`config.mk`:
```
export PLATFORM = sky130hd
export DESIGN_NAME = ice_bus
export DESIGN_NICKNAME = d
export VERILOG_FILES = /design/src/source/ice_pkg.sv /design/src/source/ice_basics_int.sv /design/src/source/ice_bus.sv /design/src/source/ice_frame_decoder.sv /design/src/source/ice_gpio_int.sv /design/src/source/ice_resp_arbiter.sv /design/src/source/ice_uart.sv
export SDC_FILE = /design/constraint.sdc
export NUM_CORES = 1
export LEC_CHECK = 0
export ABC_AREA = 1
export BUFFER_PORTS_ARGS = -buffer_cell sky130_fd_sc_hd__buf_4
export CAP_MARGIN = 20
export CORE_AREA = 4 4 152 154
export CTS_CLUSTER_SIZE = 16
export DETAILED_ROUTE_END_ITERATION = 16
export DIE_AREA = 0 0 156 158
export GPL_TIMING_DRIVEN = 1
export PLACE_DENSITY_LB_ADDON = 0.1
export SYNTH_ARGS = -nofsm -noshare
export SYNTH_HDL_FRONTEND = slang
export SYNTH_SLANG_ARGS = --single-unit
```
`constraint.sdc`:
```
create_clock -name reset -period 4.4 [get_ports reset]
set_input_delay 0.44 -clock reset [delete_from_list [all_inputs] [get_ports reset]]
set_output_delay 0.44 -clock reset [all_outputs]
set_load 0.05 [all_outputs]
```
`src/source/ice_pkg.sv`:
```
package ice_pkg;

	// Character and baud divider widths
	localparam int char_w = 8;
	localparam int baud_w = 16;

	// Frame type characters
	// Version query, ASCII V
	localparam logic [char_w-1:0] type_version = 8'h56;
	// Baud divider set, ASCII b
	localparam logic [char_w-1:0] type_baud    = 8'h62;
	// GPIO write, ASCII G
	localparam logic [char_w-1:0] type_gpio_wr = 8'h47;
	// GPIO read, ASCII g
	localparam logic [char_w-1:0] type_gpio_rd = 8'h67;

	// First byte of every reply
	localparam logic [char_w-1:0] resp_ack = 8'h00;
	localparam logic [char_w-1:0] resp_nak = 8'h01;

	// Version reply payload
	localparam logic [char_w-1:0] version_major = 8'h00;
	localparam logic [char_w-1:0] version_minor = 8'h04;

endpackage

```
`src/source/ice_basics_int.sv`:
```
`timescale 1ns/1ps

module ice_basics_int #(
	parameter logic [ice_pkg::baud_w-1:0] default_baud_div = 8
) (
	input  logic                       reset,
	input  logic                       clk,
	input  logic [ice_pkg::char_w-1:0] ma_addr,
	input  logic [ice_pkg::char_w-1:0] ma_id,
	input  logic [ice_pkg::char_w-1:0] ma_data,
	input  logic                       ma_data_valid,
	input  logic                       ma_frame_valid,
	output logic [ice_pkg::char_w-1:0] sl_data,
	output logic                       sl_tail,
	output logic                       sl_arb_request,
	input  logic                       sl_arb_grant,
	input  logic                       sl_latch,
	output logic [ice_pkg::baud_w-1:0] baud_div
);
	import ice_pkg::*;

	typedef enum logic [1:0] {rep_version, rep_baud, rep_nak} reply_t;

	logic              frame_q;
	logic              frame_end;
	logic              known;
	logic              claim;
	reply_t            reply;
	logic [char_w-1:0] reply_id;
	logic [2:0]        rsp_idx;
	logic              byte_idx;
	logic [baud_w-1:0] new_div;
	logic [char_w-1:0] rsp_byte;
	logic              rsp_last;

	assign frame_end = frame_q && !ma_frame_valid;
	assign known = ma_addr inside {type_version, type_baud, type_gpio_wr, type_gpio_rd};
	// Own types plus anything nobody else answers
	assign claim = frame_end && !sl_arb_request &&
		(ma_addr == type_version || ma_addr == type_baud || !known);

	always_ff @(posedge reset or posedge clk) begin
		if (clk) begin
			frame_q        <= 1'b0;
			byte_idx       <= 1'b0;
			sl_arb_request <= 1'b0;
			reply          <= rep_nak;
			rsp_idx        <= '0;
			baud_div       <= default_baud_div;
		end else begin
			frame_q <= ma_frame_valid;
			if (!ma_frame_valid) begin
				byte_idx <= 1'b0;
			end else if (ma_data_valid && ma_addr == type_baud) begin
				byte_idx <= 1'b1;
			end
			if (claim) begin
				sl_arb_request <= 1'b1;
				rsp_idx        <= '0;
				if (ma_addr == type_version) begin
					reply <= rep_version;
				end else if (ma_addr == type_baud) begin
					reply <= rep_baud;
				end else begin
					reply <= rep_nak;
				end
			end else if (sl_latch && sl_arb_grant) begin
				if (rsp_last) begin
					sl_arb_request <= 1'b0;
					// New rate once the ACK tail is handed over
					if (reply == rep_baud) begin
						baud_div <= new_div;
					end
				end else begin
					rsp_idx <= rsp_idx + 1'b1;
				end
			end
		end
	end

	// Divider arrives high byte first
	always_ff @(posedge reset) begin
		if (claim) begin
			reply_id <= ma_id;
		end
		if (ma_frame_valid && ma_data_valid && ma_addr == type_baud) begin
			if (!byte_idx) begin
				new_div[baud_w-1:char_w] <= ma_data;
			end else begin
				new_div[char_w-1:0] <= ma_data;
			end
		end
	end

	// Reply bytes by index
	always_comb begin
		case (rsp_idx)
			3'd0:    rsp_byte = (reply == rep_nak) ? resp_nak : resp_ack;
			3'd1:    rsp_byte = reply_id;
			3'd2:    rsp_byte = (reply == rep_version) ? char_w'(2) : '0;
			3'd3:    rsp_byte = version_major;
			default: rsp_byte = version_minor;
		endcase
	end

	assign rsp_last = (reply == rep_version) ? (rsp_idx == 3'd4) : (rsp_idx == 3'd2);
	assign sl_data  = sl_arb_grant ? rsp_byte : '0;
	assign sl_tail  = sl_arb_grant && rsp_last;

endmodule

```
`src/source/ice_bus.sv`:
```
`timescale 1ns/1ps

module ice_bus #(
	parameter int                         num_dev          = 2,
	parameter int                         gpio_w           = 8,
	parameter logic [ice_pkg::baud_w-1:0] default_baud_div = 8
) (
	input  logic              reset,
	input  logic              clk,
	input  logic              rx_in,
	output logic              tx_out,
	input  logic [gpio_w-1:0] gpio_in,
	output logic [gpio_w-1:0] gpio_out,
	output logic [gpio_w-1:0] gpio_oe
);
	import ice_pkg::*;

	// UART side
	logic [baud_w-1:0] baud_div;
	logic [char_w-1:0] rx_data, tx_data;
	logic              rx_latch, tx_latch, tx_empty;
	// Master bus
	logic [char_w-1:0] ma_addr, ma_id, ma_data;
	logic              ma_data_valid, ma_frame_valid;
	// Slave bus, basics is requester 0 and GPIO requester 1
	logic [num_dev-1:0]             sl_arb_request, sl_arb_grant, sl_tail;
	logic [num_dev-1:0][char_w-1:0] sl_data;
	logic                           sl_latch;

	ice_uart u_uart (.*);

	ice_frame_decoder u_decoder (.*);

	ice_basics_int #(.default_baud_div(default_baud_div)) u_basics (.sl_data(sl_data[0]),
		.sl_tail(sl_tail[0]), .sl_arb_request(sl_arb_request[0]),
		.sl_arb_grant(sl_arb_grant[0]), .*);

	ice_gpio_int #(.gpio_w(gpio_w)) u_gpio (.sl_data(sl_data[1]), .sl_tail(sl_tail[1]),
		.sl_arb_request(sl_arb_request[1]), .sl_arb_grant(sl_arb_grant[1]), .*);

	ice_resp_arbiter #(.num_dev(num_dev)) u_arbiter (.*);

endmodule

```
`src/source/ice_frame_decoder.sv`:
```
`timescale 1ns/1ps

module ice_frame_decoder (
	input  logic                       reset,
	input  logic                       clk,
	input  logic [ice_pkg::char_w-1:0] rx_data,
	input  logic                       rx_latch,
	output logic [ice_pkg::char_w-1:0] ma_addr,
	output logic [ice_pkg::char_w-1:0] ma_id,
	output logic [ice_pkg::char_w-1:0] ma_data,
	output logic                       ma_data_valid,
	output logic                       ma_frame_valid
);
	import ice_pkg::*;

	typedef enum logic [1:0] {st_type, st_id, st_len, st_data} state_t;

	state_t            state;
	logic [char_w-1:0] remaining;
	// Drop frame valid on the next cycle
	logic              frame_close;

	always_ff @(posedge reset or posedge clk) begin
		if (clk) begin
			state          <= st_type;
			remaining      <= '0;
			frame_close    <= 1'b0;
			ma_data_valid  <= 1'b0;
			ma_frame_valid <= 1'b0;
		end else begin
			ma_data_valid <= 1'b0;
			if (frame_close) begin
				frame_close    <= 1'b0;
				ma_frame_valid <= 1'b0;
			end
			if (rx_latch) begin
				case (state)
					st_type: state <= st_id;
					st_id:   state <= st_len;
					st_len: begin
						remaining      <= rx_data;
						ma_frame_valid <= 1'b1;
						// Empty frame, valid for one cycle
						if (rx_data == '0) begin
							frame_close <= 1'b1;
							state       <= st_type;
						end else begin
							state <= st_data;
						end
					end
					st_data: begin
						ma_data_valid <= 1'b1;
						remaining     <= remaining - 1'b1;
						if (remaining == char_w'(1)) begin
							frame_close <= 1'b1;
							state       <= st_type;
						end
					end
					default: state <= st_type;
				endcase
			end
		end
	end

	// Type and id held for the whole frame
	always_ff @(posedge reset) begin
		if (rx_latch) begin
			case (state)
				st_type: ma_addr <= rx_data;
				st_id:   ma_id   <= rx_data;
				st_data: ma_data <= rx_data;
				default: ;
			endcase
		end
	end

endmodule

```
`src/source/ice_gpio_int.sv`:
```
`timescale 1ns/1ps

module ice_gpio_int #(
	parameter int gpio_w = 8
) (
	input  logic                       reset,
	input  logic                       clk,
	input  logic [ice_pkg::char_w-1:0] ma_addr,
	input  logic [ice_pkg::char_w-1:0] ma_id,
	input  logic [ice_pkg::char_w-1:0] ma_data,
	input  logic                       ma_data_valid,
	input  logic                       ma_frame_valid,
	output logic [ice_pkg::char_w-1:0] sl_data,
	output logic                       sl_tail,
	output logic                       sl_arb_request,
	input  logic                       sl_arb_grant,
	input  logic                       sl_latch,
	input  logic [gpio_w-1:0]          gpio_in,
	output logic [gpio_w-1:0]          gpio_out,
	output logic [gpio_w-1:0]          gpio_oe
);
	import ice_pkg::*;

	logic [gpio_w-1:0] gpio_meta;
	logic [gpio_w-1:0] gpio_sync;
	logic [gpio_w-1:0] snapshot;
	logic              frame_q;
	logic              frame_end;
	logic              claim;
	logic              is_read;
	logic              byte_idx;
	logic [1:0]        rsp_idx;
	logic [char_w-1:0] reply_id;
	logic [char_w-1:0] rsp_byte;
	logic              rsp_last;

	assign frame_end = frame_q && !ma_frame_valid;
	assign claim = frame_end && !sl_arb_request &&
		(ma_addr == type_gpio_wr || ma_addr == type_gpio_rd);

	always_ff @(posedge reset or posedge clk) begin
		if (clk) begin
			frame_q        <= 1'b0;
			byte_idx       <= 1'b0;
			gpio_oe        <= '0;
			gpio_out       <= '0;
			sl_arb_request <= 1'b0;
			is_read        <= 1'b0;
			rsp_idx        <= '0;
		end else begin
			frame_q <= ma_frame_valid;
			// Byte 0 direction, byte 1 level
			if (!ma_frame_valid) begin
				byte_idx <= 1'b0;
			end else if (ma_data_valid && ma_addr == type_gpio_wr) begin
				byte_idx <= 1'b1;
				if (!byte_idx) begin
					gpio_oe <= gpio_w'(ma_data);
				end else begin
					gpio_out <= gpio_w'(ma_data);
				end
			end
			if (claim) begin
				sl_arb_request <= 1'b1;
				rsp_idx        <= '0;
				is_read        <= (ma_addr == type_gpio_rd);
			end else if (sl_latch && sl_arb_grant) begin
				if (rsp_last) begin
					sl_arb_request <= 1'b0;
				end else begin
					rsp_idx <= rsp_idx + 1'b1;
				end
			end
		end
	end

	// Pins are asynchronous to the bus clock
	always_ff @(posedge reset) begin
		gpio_meta <= gpio_in;
		gpio_sync <= gpio_meta;
		if (claim) begin
			reply_id <= ma_id;
		end
		if (claim && ma_addr == type_gpio_rd) begin
			snapshot <= gpio_sync;
		end
	end

	always_comb begin
		case (rsp_idx)
			2'd0:    rsp_byte = resp_ack;
			2'd1:    rsp_byte = reply_id;
			2'd2:    rsp_byte = is_read ? char_w'(1) : '0;
			default: rsp_byte = char_w'(snapshot);
		endcase
	end

	// Write ends at the length byte, read at the snapshot
	assign rsp_last = is_read ? (rsp_idx == 2'd3) : (rsp_idx == 2'd2);
	assign sl_data  = sl_arb_grant ? rsp_byte : '0;
	assign sl_tail  = sl_arb_grant && rsp_last;

endmodule

```
`src/source/ice_resp_arbiter.sv`:
```
`timescale 1ns/1ps

module ice_resp_arbiter #(
	parameter int num_dev = 2
) (
	input  logic                                     reset,
	input  logic                                     clk,
	input  logic [num_dev-1:0]                       sl_arb_request,
	output logic [num_dev-1:0]                       sl_arb_grant,
	input  logic [num_dev-1:0][ice_pkg::char_w-1:0]  sl_data,
	input  logic [num_dev-1:0]                       sl_tail,
	output logic                                     sl_latch,
	output logic [ice_pkg::char_w-1:0]               tx_data,
	output logic                                     tx_latch,
	input  logic                                     tx_empty
);
	import ice_pkg::*;

	logic [num_dev-1:0] pick;
	logic [char_w-1:0]  sel_data;
	logic               sel_tail;
	logic               busy;
	logic               fire;

	// Lowest set request bit wins
	assign pick = sl_arb_request & (~sl_arb_request + 1'b1);

	// Granted device's byte and tail flag
	always_comb begin
		sel_data = '0;
		sel_tail = 1'b0;
		for (int i = 0; i < num_dev; i++) begin
			if (sl_arb_grant[i]) begin
				sel_data = sl_data[i];
				sel_tail = sl_tail[i];
			end
		end
	end

	assign busy = |sl_arb_grant;
	// One character per empty transmitter
	assign fire     = busy && tx_empty;
	assign sl_latch = fire;
	assign tx_latch = fire;
	assign tx_data  = sel_data;

	// Grant moves only when free, released with the tail
	always_ff @(posedge reset or posedge clk) begin
		if (clk) begin
			sl_arb_grant <= '0;
		end else if (!busy) begin
			sl_arb_grant <= pick;
		end else if (fire && sel_tail) begin
			sl_arb_grant <= '0;
		end
	end

endmodule

```
`src/source/ice_uart.sv`:
```
`timescale 1ns/1ps

module ice_uart (
	input  logic                       reset,
	input  logic                       clk,
	input  logic [ice_pkg::baud_w-1:0] baud_div,
	input  logic                       rx_in,
	output logic                       tx_out,
	input  logic                       tx_latch,
	input  logic [ice_pkg::char_w-1:0] tx_data,
	output logic                       tx_empty,
	output logic [ice_pkg::char_w-1:0] rx_data,
	output logic                       rx_latch
);
	import ice_pkg::*;

	// Receiver state
	logic [1:0]        rx_sync;
	logic              rx_busy;
	logic [baud_w-1:0] rx_div;
	logic [baud_w-1:0] rx_cnt;
	logic [3:0]        rx_bit;
	logic [char_w-1:0] rx_shift;
	logic              rx_sample;

	// Transmitter state
	logic              tx_busy;
	logic [baud_w-1:0] tx_div;
	logic [baud_w-1:0] tx_cnt;
	logic [3:0]        tx_bit;
	logic [char_w+1:0] tx_shift;

	// Centre of the current bit
	assign rx_sample = rx_busy && rx_cnt == '0;

	// Two-flop synchronizer, line idles high
	always_ff @(posedge reset or posedge clk) begin
		if (clk) begin
			rx_sync <= 2'b11;
		end else begin
			rx_sync <= {rx_sync[0], rx_in};
		end
	end

	// Bit 0 is start, 1 to 8 data, 9 stop
	always_ff @(posedge reset or posedge clk) begin
		if (clk) begin
			rx_busy  <= 1'b0;
			rx_div   <= '0;
			rx_cnt   <= '0;
			rx_bit   <= '0;
			rx_latch <= 1'b0;
		end else begin
			rx_latch <= 1'b0;
			if (!rx_busy) begin
				// Start edge, half a bit to the centre
				if (!rx_sync[1]) begin
					rx_busy <= 1'b1;
					rx_div  <= baud_div;
					rx_cnt  <= baud_div >> 1;
					rx_bit  <= '0;
				end
			end else if (!rx_sample) begin
				rx_cnt <= rx_cnt - 1'b1;
			end else begin
				rx_cnt <= rx_div - 1'b1;
				rx_bit <= rx_bit + 1'b1;
				if (rx_bit == 4'd0 && rx_sync[1]) begin
					// Glitch, back to idle
					rx_busy <= 1'b0;
				end else if (rx_bit == 4'd9) begin
					rx_busy  <= 1'b0;
					// Framing error drops the character
					rx_latch <= rx_sync[1];
				end
			end
		end
	end

	// LSB arrives first
	always_ff @(posedge reset) begin
		if (rx_sample && rx_bit >= 4'd1 && rx_bit <= 4'd8) begin
			rx_shift <= {rx_sync[1], rx_shift[char_w-1:1]};
		end
		if (rx_sample && rx_bit == 4'd9) begin
			rx_data <= rx_shift;
		end
	end

	// Divider held per character, a rate change never splits one
	always_ff @(posedge reset or posedge clk) begin
		if (clk) begin
			tx_busy  <= 1'b0;
			tx_empty <= 1'b1;
			tx_div   <= '0;
			tx_cnt   <= '0;
			tx_bit   <= '0;
			tx_shift <= '1;
		end else begin
			// Empty again one cycle after the stop bit
			if (tx_latch) begin
				tx_empty <= 1'b0;
			end else if (!tx_busy) begin
				tx_empty <= 1'b1;
			end
			if (tx_latch && !tx_busy) begin
				tx_busy  <= 1'b1;
				tx_div   <= baud_div;
				tx_cnt   <= baud_div - 1'b1;
				tx_bit   <= '0;
				tx_shift <= {1'b1, tx_data, 1'b0};
			end else if (tx_busy) begin
				if (tx_cnt != '0) begin
					tx_cnt <= tx_cnt - 1'b1;
				end else begin
					tx_cnt   <= tx_div - 1'b1;
					tx_bit   <= tx_bit + 1'b1;
					tx_shift <= {1'b1, tx_shift[char_w+1:1]};
					if (tx_bit == 4'd9) begin
						tx_busy <= 1'b0;
					end
				end
			end
		end
	end

	// Idle shifter is all ones
	assign tx_out = tx_shift[0];

endmodule

```
Yosys cells after proc, flatten, opt, wreduce, memory -nomap -nowiden
Cells that the tools add are included.
- reductions and logical operators: 63
- eq/ne operators: 29
- bitwise gates (word level): 7
- order comparisons: 2
- mux-type cells: 74
- add/sub/neg operators: 11
- operator list (kind ; number):
    $mux W16 ; 6
    $sub A16 B1 Y16 const B ; 5
    $mux W1 ; 39
    $eq A8 B7 Y1 const B ; 4
    $pmux W8 S4 ; 1
    $mux W10 ; 3
    $reduce_and A2 Y1 ; 14
    $mux W4 ; 6
    $pmux W8 S3 ; 1
    $logic_and A1 B1 Y1 ; 22
    $mux W2 ; 10
    $logic_not A16 Y1 ; 1
    $mux W8 ; 2
    $pmux W8 S2 ; 1
    $reduce_bool A16 Y1 ; 1
    $ne A2 B1 Y1 const B ; 7
    $reduce_bool A2 Y1 ; 6
    $eq A2 B2 Y1 const B ; 5
    $mux W3 ; 3
    $add A4 B1 Y4 const B ; 2
    $eq A4 B4 Y1 const B ; 2
    $eq A8 B1 Y1 const B ; 1
    $logic_not A8 Y1 ; 1
    $pmux W2 S4 ; 1
    other kinds (23) ; 42
- register bits: 244
- bits of input ports: 11

Longest topological paths before layout
- depth after elaboration: 8
- depth in mapped cells: 17
- mapped depth without buffers: 17

Modules after synthesis
Synthesis repeated with hierarchy kept, for this count alone.
- cells, all modules: 1309
- area, all modules: 11581.1 um^2
- by module, submodules not included (module ; cells an instance ; area each (um^2) ; times used ; sequential area each (um^2)):
    ice_uart ; 727 ; 5640.4 ; 1 ; 2672.6
    ice_basics_int ; 196 ; 2074.5 ; 1 ; 1323.8
    ice_gpio_int ; 196 ; 2065.7 ; 1 ; 1351.3
    ice_frame_decoder ; 146 ; 1541.5 ; 1 ; 1046.0
    ice_resp_arbiter ; 44 ; 259.0 ; 1 ; 50.0

Worst setup path after synthesis
Ideal clock, no wire load.
- path type: register -> register
- from: register u_uart.tx_cnt[5]
- to: register u_uart.tx_cnt[12]
- path buffers: 0
- arrival: 2008 ps
- data required time: 4282 ps
- setup slack: 2274 ps
- cell stages (with the launch flop): 16
- path through: dfrtp_1 nor2_1 nand2_1 nor2_2 nand2_1 clkinv_1 nand2_1 a21oi_2 ha_1 nand3_1 nor2_1 nand2_1 nor2_2 nand3_1 nand3_1 nand2_1
- cells in the longest elaborated chain, start to end: 4
- RTL lines (what ; line ; text):
    start: declaration ; ice_uart.sv:29 ; logic [baud_w-1:0] tx_cnt;
    start signal: assignment ; ice_uart.sv:109 ; tx_cnt <= baud_div - 1'b1;
    start signal: assignment ; ice_uart.sv:114 ; tx_cnt <= tx_cnt - 1'b1;
    start signal: assignment ; ice_uart.sv:116 ; tx_cnt <= tx_div - 1'b1;
    $sub A16 B1 Y16 / $reduce_bool A16 Y1 (equally long branches) ; ice_uart.sv:114, ice_uart.sv:113 ;
    $mux W16 * ; ice_uart.sv:113 ; if (tx_cnt != '0) begin
    $mux W16 * ; ice_uart.sv:112 ; end else if (tx_busy) begin
    $mux W16 * ; ice_uart.sv:106 ; if (tx_latch && !tx_busy) begin
Mark *: on every way between the ends. The rest lies on a longest branch, timed or not. The select of a mux whose other input is x is not followed.
A chain may end at the register's enable or synchronous reset.

Worst setup path after layout
- from: register u_uart.tx_cnt[14]
- to: register u_uart.tx_cnt[10]
- cells in the longest elaborated chain, start to end: 4
- RTL lines (what ; line):
    $reduce_bool A16 Y1 ; ice_uart.sv:113
    $mux W16 ; ice_uart.sv:113
    $mux W16 ; ice_uart.sv:112
    $mux W16 ; ice_uart.sv:106
Every way passes these cells. The select of a mux whose other input is x is not followed.

==> results.md <==
- Synth Register Bits: 243
- Antenna diode count: 0
- Register-to-Register Path Depth: 15
- Final Max Tran Viols: 0
- Gate Count Post-Synth: 1,161
- Maximum buffer depth of the clock tree: 3
- R2r setup slk: 1.46 ns
- MaxCap Viol Count: 0
- Syn nets: 1,189
- Global-route wire length before repair: 38,900 um
- Final Util: 56.2%
- Status: finished, final reports clean
- Minimum clock period: 2.94 ns
- CTS tree: done
- Clock-pin slew on the worst setup and hold paths: 0.06 ns
- Critical setup path kind: reg2reg
- Ys Warns: 0
- Worst hold path type: in2reg
- Worst r2r dst: u_uart.tx_cnt[10]
- Post_cts resized: 0
- Area Growth Syn to Fin: 13.6%
- Setup Skew: 0.0141 ns
- Clk sinks: 243
- WP data required: 4.78 ns
- Die W: 156 um
- Bufs and invs on worst path: 1
- Core area: 21,700 um^2
- Startpoint of the worst hold path: gpio_in[2]
- Async S/R FF share, synth: 60.5%
- Final setup violation count: 0
- Startpoint types: flop
- RD Place Congestion: 0.849
- Layout cells sized above 1: 9.96%
- Reg-to-reg startpoint: u_uart.tx_cnt[14]
- Maximum resistive drop on vdd: 0.000293 V
- Initial antenna violation count: 0
- Lkg Pwr: 0.00549 uW
- H-tree depth: 1
- Number of cells on the critical path: 15
- DR pass1 iterations: 5
- Initial core utilization: 49.5%
- Most used cell, CP: nand2_1
- Tot GR Track Use: 19.3%
- Post-Syn Area: 10,700 um^2
- Worst slew pin tran: 1.00 ns
- HPWL after DPL: 15,900 um
- Post-synthesis sequential area ratio: 59.8%
- Vias/cell: 5.09
- Final hold vios: 0
- Pwr Density: 415 nW/um^2
- Residual DRC count: 0
- Main synth FF type: dfrtp_1
- Slowest cell delay on critical path: 0.41 ns
- RSZ-0062 raised after global routing: no
- IO Pins: 28
- Initial DRC Count: 631
- Nets: 1,233
- Overflow after GRT: 0
- Hold Crit Depth: 1
- Rel. slew slack: 32.5%
- PortBufs: 27
- Worst-Skew Late Latency: 0.53 ns
- Chip height: 158 um
- Filler cells: 1,944
- Largest delay contributor family on the critical path: simple AND/OR/NAND/NOR gates
- Vias in the first global route: 7,517
- Number of flops mapped to enable cells by yosys: 80
- Clock root buffer master: clkbuf_16
- Vias: 7,667
- Final Cycle Share: 66.9%
- DIE AREA: 24,600 um^2
- Final ANT Viol Nets: 0
- DR WL/cell: 15.1 um
- Worst Path Max Fanout: 16
- Cell Rows: 54
- CP Data Arrival Time: 3.32 ns
- Peak Freq: 340 MHz
- Syn Area/Cell: 9.24 um^2
- CP cell instances: nor2_1 -> nand2_1 -> nor2_4 -> nand2_1 -> clkinv_1 -> nand2_1 -> a21oi_2 -> ha_1 -> nand3_1 -> nor2_1 -> nand2_1 -> nor2_2 -> nand2_1 -> nand3_1 -> o21ai_1
- Slowest-stage cell, CP: nand2_1
- CTS buffer count: 26
- Hold Path End: u_gpio.gpio_meta[2]
- Post-synth cell types: 50
- Setup tns final: 0 ns
- Routed wire length: 22,800 um
- Pin count of the biggest net entering global routing: 93
- CP endpoint kind: flop
==> logic make-up (layout without fill, tap and decap cells) <==
logic type,Yosys count,count (layout),synth area share [%]
AND/OR/NAND/NOR,496,496,19.9
flip-flops,243,243,59.8
buffers and inverters,211,275,7.50
AO/OA/AOI/OAI,184,184,9.99
adder cells (fa/ha/maj),17,17,1.98
XOR/XNOR,9,9,0.735
multiplexers,1,1,0.105
==> area by class of cell <==
class,count,area (um^2),area share (%)
Clock buffer,33,697,5.72
Clock inverter,15,176,1.45
Inverter,185,699,5.74
Multi-Input combinational cell,707,3510,28.8
Sequential cell,243,6420,52.7
Tap cell,280,350,2.87
Timing Repair Buffer,42,340,2.79
==> worst register-to-register path, cell delays in order (launching register included) <==
cell and delay, ns:
dfrtp_1 0.40, nor2_1 0.11, nand2_1 0.11, nor2_4 0.31, nand2_1 0.42, clkinv_1 0.17
nand2_1 0.08, a21oi_2 0.21, ha_1 0.21, nand3_1 0.12, nor2_1 0.11, nand2_1 0.13
nor2_2 0.20, nand2_1 0.07, nand3_1 0.09, o21ai_1 0.08
==> flip-flops by register name (all words and copies together) (netlist names), 9 cells and up <==
register,cells
u_basics.baud_div,16
u_basics.new_div,16
u_uart.rx_cnt,16
u_uart.rx_div,16
u_uart.tx_cnt,16
u_uart.tx_div,16
u_uart.tx_shift,9
==> per-stage QoR <==
step                      setup WS (ns)  instance area, um^2  total power, uW  cells  hold WS (ns)
after floorplan                  0.0318                10700             2800   1161         0.310
after global placement             1.60                11200             2890   1449         0.310
after detailed placement           1.50                11200             2890   1449         0.312
after CTS                          1.48                12200             5100   1504       0.00281
after global routing               1.12                12200             5290   1505       0.00565
final                              1.46                12200             5060   1505        0.0188
==> report_power, final <==
| group | switching [uW] | internal [uW] | total (uW) |
|---|---|---|---|
| Clock | 888 | 1310 | 2190 |
| Combinational | 299 | 136 | 434 |
| Sequential | 36.5 | 2390 | 2430 |
| Total | 1220 | 3830 | 5060 |
==> worst max path at each step <==
stage	start	to	slack, ns
global route	u_uart.tx_cnt[1]	u_uart.tx_cnt[12]	1.12
finish	u_uart.tx_cnt[14]	u_uart.tx_cnt[10]	1.46
CTS	u_uart.tx_cnt[14]	u_uart.tx_cnt[10]	1.48
global placement	u_uart.tx_cnt[1]	u_uart.tx_cnt[10]	1.60
floorplan	clk	u_arbiter.sl_arb_grant[0]	0.03
detailed placement	u_uart.tx_cnt[14]	u_uart.tx_cnt[10]	1.50
==> Yosys cell counts, types with 12 or more instances <==
master | n | area (um^2)
inv_1 | 177 | 664
dfstp_2 | 14 | 368
nand4_1 | 12 | 75.1
o21ai_1 | 15 | 75.1
a21oi_1 | 12 | 60.1
o21ai_0 | 99 | 495
clkbuf_1 | 18 | 67.6
ha_1 | 17 | 213
edfxtp_1 | 80 | 2400
nor2_1 | 96 | 360
nand2_1 | 268 | 1010
dfrtp_1 | 133 | 3330
dfxtp_1 | 16 | 320
nand3_1 | 86 | 430
==> layout by cell type (no fill, tap or decap), types with 8 or more instances in the layout <==
cell	synthesis	final
nand2_1	268	268
inv_1	177	176
dfrtp_1	133	133
o21ai_0	99	99
nor2_1	96	96
nand3_1	86	86
edfxtp_1	80	80
buf_4	1	34
clkbuf_16	0	26
ha_1	17	17
dfxtp_1	16	16
o21ai_1	15	15
dfstp_2	14	14
a21oi_1	12	12
nand4_1	12	12
o22ai_1	11	11
o211ai_1	11	11
nor3_1	8	8
==> per-layer routing <==
metal / track usage [%] / wire, um
met2: 28.8 / 9650
met3: 2.76 / 1000
met1: 30.0 / 11700
met5: 0 / 0
met4: 4.59 / 436
==> repair_timing <==
action,in CTS,in global routing
buffers inserted,0,0
hold buffers,7,0
hold endpoints to repair,7,0
No activity file was read; power rests on OpenSTA's default activity.
